[src/include/fm_defs.svh]
// Slot and channel counts, register address map and group decode masks
`ifndef FM_DEFS_SVH
`define FM_DEFS_SVH

`define FM_SLOTS    32  // Four operators times eight channels
`define FM_CHANNELS 8

// Key-on register takes the operator mask and channel as data
`define FM_ADDR_KEYON 8'h08

// Channel groups select the channel with address bits 2:0
`define FM_ADDR_RL  8'h20  // RL, FB, CON
`define FM_ADDR_KC  8'h28
`define FM_ADDR_KF  8'h30
`define FM_ADDR_PMS 8'h38  // PMS, AMS

// Operator groups select the operator with bits 4:3 and the channel with bits 2:0
`define FM_ADDR_DT1   8'h40  // DT1, MUL
`define FM_ADDR_TL    8'h60
`define FM_ADDR_KS    8'h80  // KS, AR
`define FM_ADDR_AMSEN 8'hA0  // AMSEN, D1R
`define FM_ADDR_DT2   8'hC0  // DT2, D2R
`define FM_ADDR_D1L   8'hE0  // D1L, RR

`define FM_CH_GRP_MASK 8'hF8  // Strips the channel bits
`define FM_OP_GRP_MASK 8'hE0  // Strips operator and channel bits

`endif

[src/logic/fm_pkg.sv]
// Parameter vector types and the write decoder state encoding
package fm_pkg;

	// Slot index is {op, ch}
	typedef logic [4:0] slot_t;

	// 0 = M1, 1 = M2, 2 = C1, 3 = C2
	typedef logic [1:0] op_t;
	typedef logic [2:0] ch_t;

	// Host bus
	typedef logic [7:0] reg_addr_t;
	typedef logic [7:0] reg_data_t;

	// Channel parameters
	typedef logic [2:0] alg_t;   // Connection algorithm
	typedef logic [6:0] kc_t;    // Key code
	typedef logic [5:0] kf_t;    // Key fraction

	// Operator parameters
	typedef logic [6:0] tl_t;    // Total level
	typedef logic [4:0] rate5_t; // AR, D1R, D2R
	typedef logic [3:0] rate4_t; // RR, D1L, MUL

	// Short fields shared by several registers
	typedef logic [2:0] small3_t; // DT1, FB, PMS
	typedef logic [1:0] small2_t; // RL, AMS, KS, DT2

	typedef enum logic {
		DEC_IDLE,
		DEC_PENDING
	} dec_state_t;

endpackage

[src/logic/fm_write_decode.sv]
// Host write decoder with address latch, register map decode and pending write hold
`timescale 1ns/1ps
`include "fm_defs.svh"

module fm_write_decode (
	input  logic              clk,
	input  logic              rst,
	input  logic              wr,
	input  logic              a0,
	input  fm_pkg::reg_data_t din,
	input  logic              busy,
	output logic              up_rl,
	output logic              up_kc,
	output logic              up_kf,
	output logic              up_pms,
	output logic              up_dt1,
	output logic              up_tl,
	output logic              up_ks,
	output logic              up_amsen,
	output logic              up_dt2,
	output logic              up_d1l,
	output logic              up_keyon,
	output fm_pkg::reg_data_t d_in,
	output fm_pkg::op_t       op,
	output fm_pkg::ch_t       ch
);
	import fm_pkg::*;

	dec_state_t  state;
	reg_addr_t   addr;
	logic [10:0] hit;  // Decoded group of the latched address
	logic [10:0] upd;  // Held update levels
	logic        data_wr;

	assign data_wr = wr && a0 && state == DEC_IDLE;

	// Same bit order as the update level outputs
	assign hit = {
		(addr & `FM_CH_GRP_MASK) == `FM_ADDR_RL,
		(addr & `FM_CH_GRP_MASK) == `FM_ADDR_KC,
		(addr & `FM_CH_GRP_MASK) == `FM_ADDR_KF,
		(addr & `FM_CH_GRP_MASK) == `FM_ADDR_PMS,
		(addr & `FM_OP_GRP_MASK) == `FM_ADDR_DT1,
		(addr & `FM_OP_GRP_MASK) == `FM_ADDR_TL,
		(addr & `FM_OP_GRP_MASK) == `FM_ADDR_KS,
		(addr & `FM_OP_GRP_MASK) == `FM_ADDR_AMSEN,
		(addr & `FM_OP_GRP_MASK) == `FM_ADDR_DT2,
		(addr & `FM_OP_GRP_MASK) == `FM_ADDR_D1L,
		addr == `FM_ADDR_KEYON
	};

	assign {up_rl, up_kc, up_kf, up_pms, up_dt1, up_tl,
		up_ks, up_amsen, up_dt2, up_d1l, up_keyon} = upd;

	always_ff @(posedge clk) begin
		if (rst) begin
			addr <= '0;
		end else if (wr && !a0) begin
			addr <= din;  // Address phase
		end
	end

	always_ff @(posedge clk) begin
		if (rst) begin
			state <= DEC_IDLE;
			upd   <= '0;
		end else begin
			case (state)
				DEC_IDLE: begin
					if (data_wr && |hit) begin  // Unmapped addresses drop here
						state <= DEC_PENDING;
						upd   <= hit;
					end
				end
				DEC_PENDING: begin
					if (!busy) begin  // Register file finished the write
						state <= DEC_IDLE;
						upd   <= '0;
					end
				end
				default: state <= DEC_IDLE;
			endcase
		end
	end

	// Data and target stay put while the write is pending
	always_ff @(posedge clk) begin
		if (data_wr) begin
			d_in <= din;
			op   <= addr[4:3];
			ch   <= addr[2:0];
		end
	end

	a_one_level: assert property (@(posedge clk) disable iff (rst)
		$onehot0(upd) && ((state == DEC_PENDING) == (upd != '0)));

endmodule
[config.mk]
export PLATFORM = sky130hd
export DESIGN_NAME = fm_write_decode
export DESIGN_NICKNAME = d
export VERILOG_FILES = /design/src/logic/fm_pkg.sv /design/src/logic/fm_write_decode.sv
export VERILOG_INCLUDE_DIRS = /design/src /design/src/include
export SDC_FILE = /design/constraint.sdc
export NUM_CORES = 1
export LEC_CHECK = 0
export BUFFER_PORTS_ARGS = -buffer_cell sky130_fd_sc_hd__buf_2
export CAP_MARGIN = 15
export CORE_MARGIN = 2
export CORE_UTILIZATION = 52
export CTS_CLUSTER_SIZE = 8
export DETAILED_ROUTE_END_ITERATION = 8
export PLACE_DENSITY = 0.89
export SYNTH_ARGS = -nofsm -noshare
export SYNTH_HDL_FRONTEND = slang
export SYNTH_SLANG_ARGS = --single-unit
[constraint.sdc]
create_clock -name clk -period 2.8 [get_ports clk]
set_input_delay 0.56 -clock clk [delete_from_list [all_inputs] [get_ports clk]]
set_output_delay 0.56 -clock clk [all_outputs]
set_load 0.02 [all_outputs]
Yosys cells after proc, flatten, opt, wreduce, memory -nomap -nowiden
Index checks and enable logic that the tools add are counted.
- register bits: 33
- bits in latches: 0
- RAM bits: 0
- bits in read-only memories: 0
- output and inout port bits: 24
- word-level logic and storage cells: 33
- memories: 0
- add/subtract/negate cells: 0
- multipliers: 0
- divide/modulo/power cells: 0
- magnitude comparators: 0
- equal/unequal tests: 13
- shift operators: 0
- muxes and demuxes: 6
- bitwise operators: 1
- reductions and logical operators: 7
- operators with widths (kind ; number):
    two-way mux 11 bit ; 2
    case mux 11 bit (2 select lines) ; 1
    == test 5 x 3 -> 1 bit (second input constant) ; 4
    == test 3 bit (second input constant) ; 4
    OR reduction 11 bit ; 1
    == test 8 x 4 -> 1 bit (second input constant) ; 1
    == test 3 x 2 -> 1 bit (second input constant) ; 2
    logical AND 1 bit ; 4
    two-way mux 1 bit ; 2
    inequality test 2 x 1 -> 1 bit (second input constant) ; 1
    inequality test 2 bit (second input constant) ; 1
    case mux 1 bit (2 select lines) ; 1
    AND reduction 2 bit ; 1
    zero test 1 bit ; 1
    inverter 1 bit ; 1

Depth between registers and ports, before layout
Gate-level depths: netlist of the first run.
- word-level depth: 5
- mapped depth: 5
- gate-level depth less buffers: 4

Worst setup path after synthesis of the first run
Ideal clock, no wire load.
- path kind: input-to-reg
- from: input port a0
- to: register upd[9]
- setup time: 0.056 ns
- data arrival time: 1.526 ns
- required time: 2.744 ns
- slack: 1.218 ns
- stages: 5
- path buffers: 1
- path through: and3b_1 -> buf_6 -> and3_4 -> nor3b_4 -> a2bb2o_4
- cells in the longest elaborated chain, start to end: 5
- ends and longest elaborated chain (what ; RTL line ; RTL):
    start: declaration ; fm_write_decode.sv:9 ; input logic a0,
    logical AND 1 bit (2 in series) ; fm_write_decode.sv:35 ; assign data_wr = wr && a0 && state == DEC_IDLE;
    via data_wr ; fm_write_decode.sv:33 ; logic data_wr;
    logical AND 1 bit ; fm_write_decode.sv:70 ; if (data_wr && |hit) begin
    inequality test 2 x 1 -> 1 bit (no source line) ; -- ;
    AND reduction 2 bit (no source line) ; -- ;
    end signal: assignment ; fm_write_decode.sv:72 ; upd <= hit;
    end: declaration ; fm_write_decode.sv:32 ; logic [10:0] upd;
The timed path passes the listed nets, and every way through them passes these cells.
A chain may end at the register's enable or synchronous reset.

Final worst setup path of the first run
- from: register state
- to: register upd[2]
- cells in the longest elaborated chain, start to end: 5
- elaborated cells on any way between the ends: 7
- ends and longest elaborated chain (what ; RTL line ; RTL):
    start: declaration ; fm_write_decode.sv:29 ; dec_state_t state;
    start signal: assignment ; fm_write_decode.sv:65 ; state <= DEC_IDLE;
    start signal: assignment ; fm_write_decode.sv:71 ; state <= DEC_PENDING;
    start signal: assignment ; fm_write_decode.sv:77 ; state <= DEC_IDLE;
    inverter 1 bit ; -- ;
    logical AND 1 bit ; fm_write_decode.sv:35 ;
    logical AND 1 bit ; fm_write_decode.sv:70 ;
    inequality test 2 x 1 -> 1 bit (no source line) ; -- ;
    AND reduction 2 bit (no source line) ; -- ;
Several ways; a longest one is shown, not always the timed one.

==> impl_metrics.csv, run 1 <==
group,metric,value,unit
run_status,status,"finished, final reports clean",
power,p_clk_share,29.2,%
synth,synth_ff_type,"dfxtp_1",
clock_tree,cts_tree,"yes",
grt,grt_pass1_wl,3530,um
critical_path,startpoint_type,"register",
hold_path,min_path_type,"input port to register",
synth,synth.distinct_cells,27,
power,switching_share,24.1,%
sta,drv_slew,0,
grt,grt_max_degree,14,
clock_tree,cts.repair.resized,0,
critical_path,max_stage_delay,370,ps
power,finalPower,844,uW
clock_tree,clockBufferDepth,2,
floorplanning,dieArea,2700,sq um
cells_and_area,multi_input_area,378,sq um
sta,hold_viol_final,0,
synth,ys_ff_latch,33,
sta,worstMarginPinSlew,849,ps
placement,routabilityCongestion,0.788,
power,internal_power,640,uW
grt,grt_overflow_total,0,
placement,place_hpwl,1570,um
sta,fmax,0.682,GHz
critical_path,required,3050,ps
synth,synth_commonest_cells,"20 x dfxtp_1, 13 x edfxtp_1, 12 x nor2_1, 9 x mux2i_1, 7 x o2bb2ai_1",
synth,synth_cells,89,
detailed_routing,first_pass_iters,4,
floorplanning,core,2190,sq um
critical_path,cp_slowest_cell,"dfxtp_1",
cells_and_area,layout-drive-gt1-share,36.6,%
synth,synth_area_leader_cell,"dfxtp_1",
floorplanning,die_w,52.0,um
power,leakage,0.604,nW
detailed_routing,routedWlPerCell,13.3,um
detailed_routing,viasPerCell,5.21,
critical_path,worstSetupEndpointType,"register",
power,pwr-share-comb,8.5,%
synth,synthTopCellsByArea,"dfxtp_1 33%, edfxtp_1 33%, mux2i_1 7.5%",
clock_tree,cts_num_sinks,33,
synth,synth_top_area_share,33.5,%
sta,setup_viol,0,
power,p_seq_share,62.3,%
clock_tree,h-tree-depth,2,
sta,max_slew_margin,43.3,%
floorplanning,die_h,52.0,um
grt,grt_antenna_before_repair,0,
power,ir_drop,0.369,mV
cells_and_area,syn_to_final_growth,21.2,%
floorplanning,initial_core_util,54.6,%
cells_and_area,seq_area,791,sq um
cells_and_area,diodes,0,
sta,rsz0062_at_grt,"no",
sta,fin_crit_sh,52.4,%
clock_tree,clk_latency,330,ps
critical_path,cp_max_fo,8,
run,maxCapViolations,0,
synth,synth-edff-count,13,
power,p_switching,204,uW
sta,fin_skew,9.13,ps
synth,ys_seq_area_share,66.1,%
clock_tree,cts_hold_repair.buffers,0,
detailed_routing,ant_nets,0,
detailed_routing,drc_errors,0,
detailed_routing,drtIter0Drc,11,
synth,netlist_area,1200,sq um
grt,grt.total_usage,18.3,%
critical_path,arrival,1720,ps
sta,fin_crit,1470,ps
synth,syn_nets,102,
detailed_routing,vias,828,
synth,async_reset_ff_share,0,%
grt,grt_pass1_vias,802,
clock_tree,cts_buffers,5,
sta,fin_setup_tns,0,ps
placement,placed_area,1400,sq um
synth,ys_warn_count,0,
placement,io_buffers,36,
critical_path,crit_chain,"and3b_1, and3_4, nor3b_4, o2bb2ai_1",
power,power.density,582,nW/um^2
floorplanning,fp-row-count,17,
clock_tree,root_buffer,"clkbuf_4",
synth,synth_most_common_cell,"dfxtp_1",
cells_and_area,fin_area,1450,sq um
synth,syn_area_per_cell,13.4,sq um
clock_tree,clkTransAtPathRegs,100,ps
cells_and_area,layout.nets,143,
detailed_routing,drt_wl_total,2120,um
clock_tree,cts_setup_buffers,0,
floorplanning,ios,37,
cells_and_area,nFillCells,175,
critical_path,critical_path_class,"register to register",
[worst max-delay path, delay by kind of cell (launching register included)]
family / cells / cell delay [ps]
simple gates: 3 / 850
compound gates: 1 / 170
flops: 1 / 370
[layout by cell type (no fill, tap or decap), types with 2 or more instances in the layout]
cell type,count
nand3b_1,3
nand4_1,2
edfxtp_1,13
nor2b_1,2
buf_2,36
inv_1,2
clkbuf_4,5
nand2_1,2
o2bb2ai_1,7
dfxtp_1,20
nor2_1,12
mux2i_1,9
clkinv_2,2
[final timing paths]
check                           cells after the start                 from                   to  slack [ps]
worst max-delay path                                4     state$_SDFF_PP0_  upd[2]$_SDFFE_PP0P_        1330
worst min register to register                      2  upd[5]$_SDFFE_PP0P_  upd[5]$_SDFFE_PP0P_         460
worst min-delay path                                1               din[5]    d_in[5]$_DFFE_PP_         420
worst max register to register                      4     state$_SDFF_PP0_  upd[2]$_SDFFE_PP0P_        1330
[through the flow]
step	cells	utilization, %	setup WS [ps]	hold WS [ps]
2_1_floorplan	89	-	1220	430
3_3_place_gp	151	63.8	1080	440
3_5_place_dp	151	63.8	1020	441
4_1_cts	159	66.2	1320	409
5_1_grt	159	66.2	1240	411
6_report	159	66.2	1330	419
[state kept, by name, indices dropped and copies added, names as in the netlist]
name / count
d_in: 8
upd: 11
addr: 8
ch: 3
op: 2
state: 1
[power groups by stage]
stage | combinational (mW) | clock, mW | sequential, mW
final | 0.0721 | 0.246 | 0.526
after global routing | 0.0795 | 0.273 | 0.528
after CTS | 0.0727 | 0.251 | 0.526
after detailed placement | 0.0724 | 0 | 0.537
after global placement | 0.0705 | 0 | 0.536
after floorplan | 0.0364 | 0 | 0.547
[layer usage]
metal  up-vias  part of all wire (%)  GRT usage, %
li1        407                     -             -
met5         -                     0             0
met1       386                    42          21.2
met4         0                   1.9          9.21
met3         5                   7.8          5.75
met2        30                    48          30.4
[cell families after synthesis]
group	after synthesis	synth area share, %
mux	9	7.53
compound gates	12	9.10
simple gates	30	15.0
buf+inv	5	2.30
flops	33	66.1
[area by class of cell]
| cell class | count | share of cell area, % |
|---|---|---|
| clock buffers | 6 | 2.85 |
| inverters | 2 | 0.518 |
| repair buffers | 37 | 12.9 |
| multi-input cells | 51 | 26.1 |
| flip-flops and latches | 33 | 54.5 |
| well taps | 28 | 2.42 |
| clock inverters | 2 | 0.690 |
(Power assumes the default switching activity.)
==> run 2: changes to the inputs <==
- CORE_UTILIZATION: 52 -> 44
- PLACE_DENSITY: 0.89 -> 0.81
- clock period: 2.8 -> 1.2 ns (I/O delays scaled with it)
==> run 2 against run 1 <==
The flow now finishes with violations (setup timing). Power increased by 150%. Highest routed layer unchanged. Fmax increased by 8.5%. Non-clock buffer count increased by 15. Combinational power increased to 3.2 times the previous value. Routed wire length increased by 15%.
==> impl_metrics.csv, run 2 (same netlist as run 1, synthesis figures left out) <==
group,metric,value,unit
sta,drv_slew,0,
cells_and_area,layout.nets,158,
sta,fin_crit,1350,ps
cells_and_area,mostFrequentLayoutCells,"36 x buf_2, 18 x dfxtp_1, 13 x edfxtp_1, 13 x buf_4, 12 x nor2_1",
detailed_routing,drc_errors,0,
cells_and_area,finalCoreUtilization,64.1,%
detailed_routing,vias,918,
sta,fin_skew,1.94,ps
floorplanning,ios,37,
clock_tree,cts_num_sinks,33,
floorplanning,die_w,56.1,um
sta,fin_crit_sh,113,%
critical_path,cp_max_fo,8,
power,ir_drop,1.01,mV
clock_tree,cts_hold_repair.buffers,0,
cells_and_area,syn_to_final_growth,35.1,%
sta,hold_viol_final,0,
placement,dpl.cell_count,166,
clock_tree,clk_latency,320,ps
cells_and_area,layoutNonFillerInstCount,176,
grt,grt_max_degree,11,
power,leakage,0.698,nW
critical_path,critical_path_class,"register to register",
floorplanning,die_h,56.1,um
detailed_routing,drt_wl_total,2440,um
sta,setup_viol,12,
cells_and_area,layout-drive-gt1-share,46.6,%
cells_and_area,diodes,0,
sta,holdWs,107,ps
detailed_routing,viasPerCell,5.22,
power,power.density,1290,nW/um^2
run_status,status,"finished, violations left",
run,maxCapViolations,0,
grt,grt_pass1_wl,4050,um
cells_and_area,multi_input_area,407,sq um
grt,grt_pass1_vias,913,
grt,grt_antenna_before_repair,0,
detailed_routing,drtIter0Drc,23,
clock_tree,root_buffer,"clkbuf_4",
hold_path,min_path_type,"input port to register",
critical_path,startpoint_type,"register",
critical_path,worstSetupEndpointType,"register",
detailed_routing,first_pass_iters,4,
placement,place_hpwl,1780,um
sta,fin_setup_tns,-942,ps
detailed_routing,routedWlPerCell,13.8,um
sta,worstMarginPinSlew,312,ps
run_status,violations,"setup timing",
placement,io_buffers,36,
detailed_routing,ant_nets,0,
sta,rsz0062_at_grt,"yes",
sta,worst_slack,-152,ps
critical_path,arrival,1580,ps
cells_and_area,layout_commonest_cell,"buf_2",
floorplanning,initial_core_util,47.4,%
cells_and_area,largest_reg_flops,11,
placement,routabilityCongestion,0.826,
clock_tree,clkTransAtPathRegs,100,ps
cells_and_area,seq_area,793,sq um
clock_tree,cts_buffers,5,
power,finalPower,2.09,mW
cells_and_area,largestRegisters,"upd (11), addr (8), d_in (8)",
clock_tree,clockBufferDepth,2,
grt,grt_overflow_total,0,
critical_path,required,1420,ps
clock_tree,h-tree-depth,2,
floorplanning,dieArea,3150,sq um
cells_and_area,nFillCells,204,
floorplanning,fp-row-count,18,
cells_and_area,regMostFlops,"upd",
sta,max_slew_margin,79.1,%
sta,fmax,0.739,GHz
grt,grt.total_usage,16.7,%
floorplanning,core,2520,sq um
clock_tree,cts_tree,"yes",
## run 2: cell count changes in the layout (fill, tap and decap cells not counted), sizes merged
cell,change
buf,+15
## run 2: area by class of cell
class / instances / share of cell area (%)
Inverter: 2 / 0.464
Timing Repair Buffer: 52 / 19.3
Tap cell: 30 / 2.32
Multi-Input combinational cell: 51 / 25.2
Clock inverter: 2 / 0.542
Clock buffer: 6 / 3.17
Sequential cell: 33 / 49.1
## run 2: path summary, 6_finish.rpt
check | from | to | slack (ps) | cells past startpoint
worst max-delay path | addr[0]$_SDFFE_PP0P_ | upd[9]$_SDFFE_PP0P_ | -150 | 5
worst min-delay path | din[5] | d_in[5]$_DFFE_PP_ | 110 | 1
worst max register to register | addr[0]$_SDFFE_PP0P_ | upd[9]$_SDFFE_PP0P_ | -150 | 5
worst min register to register | upd[5]$_SDFFE_PP0P_ | upd[5]$_SDFFE_PP0P_ | 470 | 2
## run 2: metrics by stage
stage	cell area, sq um	setup slack [ps]
5_1_grt	1620	-201
4_1_cts	1600	-139
3_5_place_dp	1500	-224
3_3_place_gp	1500	-130
6_report	1620	-152
2_1_floorplan	1200	-148
## run 2: layer usage
metal,global-route usage [%],up-vias,share of wire (%)
met1,19.3,439,41
met5,0,-,0
met2,28.9,38,50
met4,3.06,0,0.70
met3,6.98,2,7.8
li1,-,439,-
## run 2: critical path: stages, from the launching register on
cell and delay (ps):
dfxtp_1 360, nor4_4 290, and3_4 250, nor3b_4 50, buf_6 130, a2bb2o_4 190
## run 2: repair_timing
item | CTS | global route
setup buffers | 2 | 0
endpoints found under the setup margin | 12 | 25
gates cloned | 0 | 0
pin swaps | 1 | 0
gates resized for setup | 6 | 3
## run 2: where the power goes
part / switching (mW) / total, mW / internal, mW
logic: 0.122 / 0.231 / 0.109
clock network: 0.359 / 0.635 / 0.276
registers: 0.0197 / 1.22 / 1.20
total: 0.500 / 2.09 / 1.59
==> run 3: changes to the inputs <==
- CORE_UTILIZATION: 44 -> 49
- PLACE_DENSITY: 0.81 -> 0.85
- clock period: 1.2 -> 1.35 ns (I/O delays scaled with it)
==> run 3 against run 2 <==
Via count fell by 3.3%. Die area fell by 9.5%. Routed wire length fell by 1.9%. Clock power rose by 11%. Critical path depth did not move. Clock-buffer cell count did not move. First-iteration DRC count fell by 61%. Non-clock buffer count fell by 4. The run now ends clean. Power fell by 4.9%. Register-to-register slack improved by 160 ps. Core utilization rose by 6.8 points. Setup slack improved by 160 ps.
==> impl_metrics.csv, run 3 (same netlist as run 1, synthesis figures left out) <==
group,metric,value,unit
detailed_routing,drt_wl_total,2390,um
cells_and_area,seq_area,795,sq um
placement,routabilityCongestion,0.815,
power,power.density,1240,nW/um^2
cells_and_area,layout-drive-gt1-share,46.5,%
cells_and_area,mostFrequentLayoutCells,"36 x buf_2, 17 x dfxtp_1, 13 x edfxtp_1, 12 x nor2_1, 11 x buf_4",
hold_path,min_path_type,"input port to register",
critical_path,cp_max_fo,5,
grt,grt.total_usage,18.9,%
sta,max_slew_margin,76.8,%
critical_path,startpoint,"addr[2]$_SDFFE_PP0P_",
cells_and_area,multi_input_area,413,sq um
cells_and_area,largest_reg_flops,11,
sta,fmax,0.742,GHz
placement,place_hpwl,1780,um
detailed_routing,viasPerCell,5.22,
clock_tree,root_buffer,"clkbuf_4",
detailed_routing,vias,888,
cells_and_area,syn_to_final_growth,33.7,%
floorplanning,die_h,53.4,um
clock_tree,h-tree-depth,2,
critical_path,worstSetupEndpointType,"register",
sta,hold_viol_final,0,
clock_tree,cts_buffers,5,
clock_tree,clk_latency,320,ps
clock_tree,clkTransAtPathRegs,100,ps
grt,grt_pass1_wl,3740,um
power,leakage,0.682,nW
sta,rsz0062_at_grt,"yes",
placement,dpl.cell_count,159,
sta,fin_crit,1350,ps
grt,grt_pass1_vias,851,
detailed_routing,ant_nets,0,
cells_and_area,layout.nets,154,
cells_and_area,regMostFlops,"upd",
floorplanning,ios,37,
detailed_routing,routedWlPerCell,14.1,um
clock_tree,cts_num_sinks,33,
detailed_routing,drc_errors,0,
grt,grt_antenna_before_repair,0,
placement,placed_area,1460,sq um
clock_tree,clockBufferDepth,2,
cells_and_area,diodes,0,
cells_and_area,layoutNonFillerInstCount,170,
hold_path,hold_start,"din[3]",
cells_and_area,layout_commonest_cell,"buf_2",
critical_path,arrival,1580,ps
grt,grt_overflow_total,0,
floorplanning,core,2250,sq um
floorplanning,dieArea,2850,sq um
critical_path,required,1580,ps
floorplanning,initial_core_util,53.1,%
sta,drv_slew,0,
sta,fin_skew,3.19,ps
clock_tree,cts_tree,"yes",
run,maxCapViolations,0,
critical_path,startpoint_type,"register",
sta,setup_viol,0,
power,finalPower,1.99,mW
floorplanning,die_w,53.4,um
floorplanning,fp-row-count,17,
detailed_routing,first_pass_iters,6,
critical_path,r2r_start,"addr[2]$_SDFFE_PP0P_",
cells_and_area,finalCoreUtilization,70.9,%
run_status,status,"finished, final reports clean",
placement,io_buffers,36,
sta,fin_crit_sh,99.8,%
cells_and_area,nFillCells,177,
power,ir_drop,1.16,mV
detailed_routing,drtIter0Drc,9,
sta,holdWs,135,ps
cells_and_area,largestRegisters,"upd (11), addr (8), d_in (8)",
critical_path,critical_path_class,"register to register",
sta,worstMarginPinSlew,347,ps
cells_and_area,fin_area,1600,sq um
grt,grt_max_degree,14,
==> run 3: cell types whose count changed in the layout (fill, tap and decap cells not counted), sizes merged <==
cell,previous run,this run
buf,52,48
bufinv,0,1
clkinv,2,1
==> run 3: repair_timing <==
action | CTS | global route
endpoints found under the setup margin | 9 | 7
pin swaps | 3 | 0
hold buffers | 0 | 0
setup buffers | 3 | 0
resized for setup | 6 | 3
==> run 3: final timing paths <==
check,cells past startpoint,slack [ps],end
max,5,3,upd[9]$_SDFFE_PP0P_
min,1,130,d_in[3]$_DFFE_PP_
max reg2reg,5,3,upd[9]$_SDFFE_PP0P_
min reg2reg,2,460,upd[5]$_SDFFE_PP0P_
==> run 3: final cells by class <==
type / instances / share of cell area (%)
clock buffer: 6 / 2.58
timing repair buffer: 48 / 17.1
clock inverter: 2 / 2.11
tap: 28 / 2.19
sequential: 33 / 49.7
inverter: 2 / 0.469
multi-input combinational: 51 / 25.8
==> run 3: report_power, final <==
group	switching (mW)	internal (mW)	total (mW)
combinational	0.106	0.0879	0.194
sequential	0.0193	1.07	1.09
clock	0.318	0.385	0.703
total	0.443	1.54	1.99
==> run 3: per-layer routing <==
metal / routed length (um) / vias up / global-route usage (%)
met2: 1220 / 30 / 34.6
li1: - / 427 / -
met3: 150 / 4 / 5.93
met1: 989 / 427 / 20.8
met5: 0 / - / 0
met4: 25 / 0 / 5.13
==> run 3: critical path, stage by stage (launching register included) <==
cell and delay, ps:
dfxtp_2 340, nor4_4 290, and3_4 250, nor3b_4 50
buf_6 130, a2bb2o_4 190
==> run 3: per-stage QoR <==
step / TNS, ps / setup slack, ps
5_1_grt: -117 / -44.1
2_1_floorplan: -5.75 / -5.75
4_1_cts: 0 / 17.0
6_report: 0 / 2.74
3_5_place_dp: -662 / -101
3_3_place_gp: -20.3 / -8.97
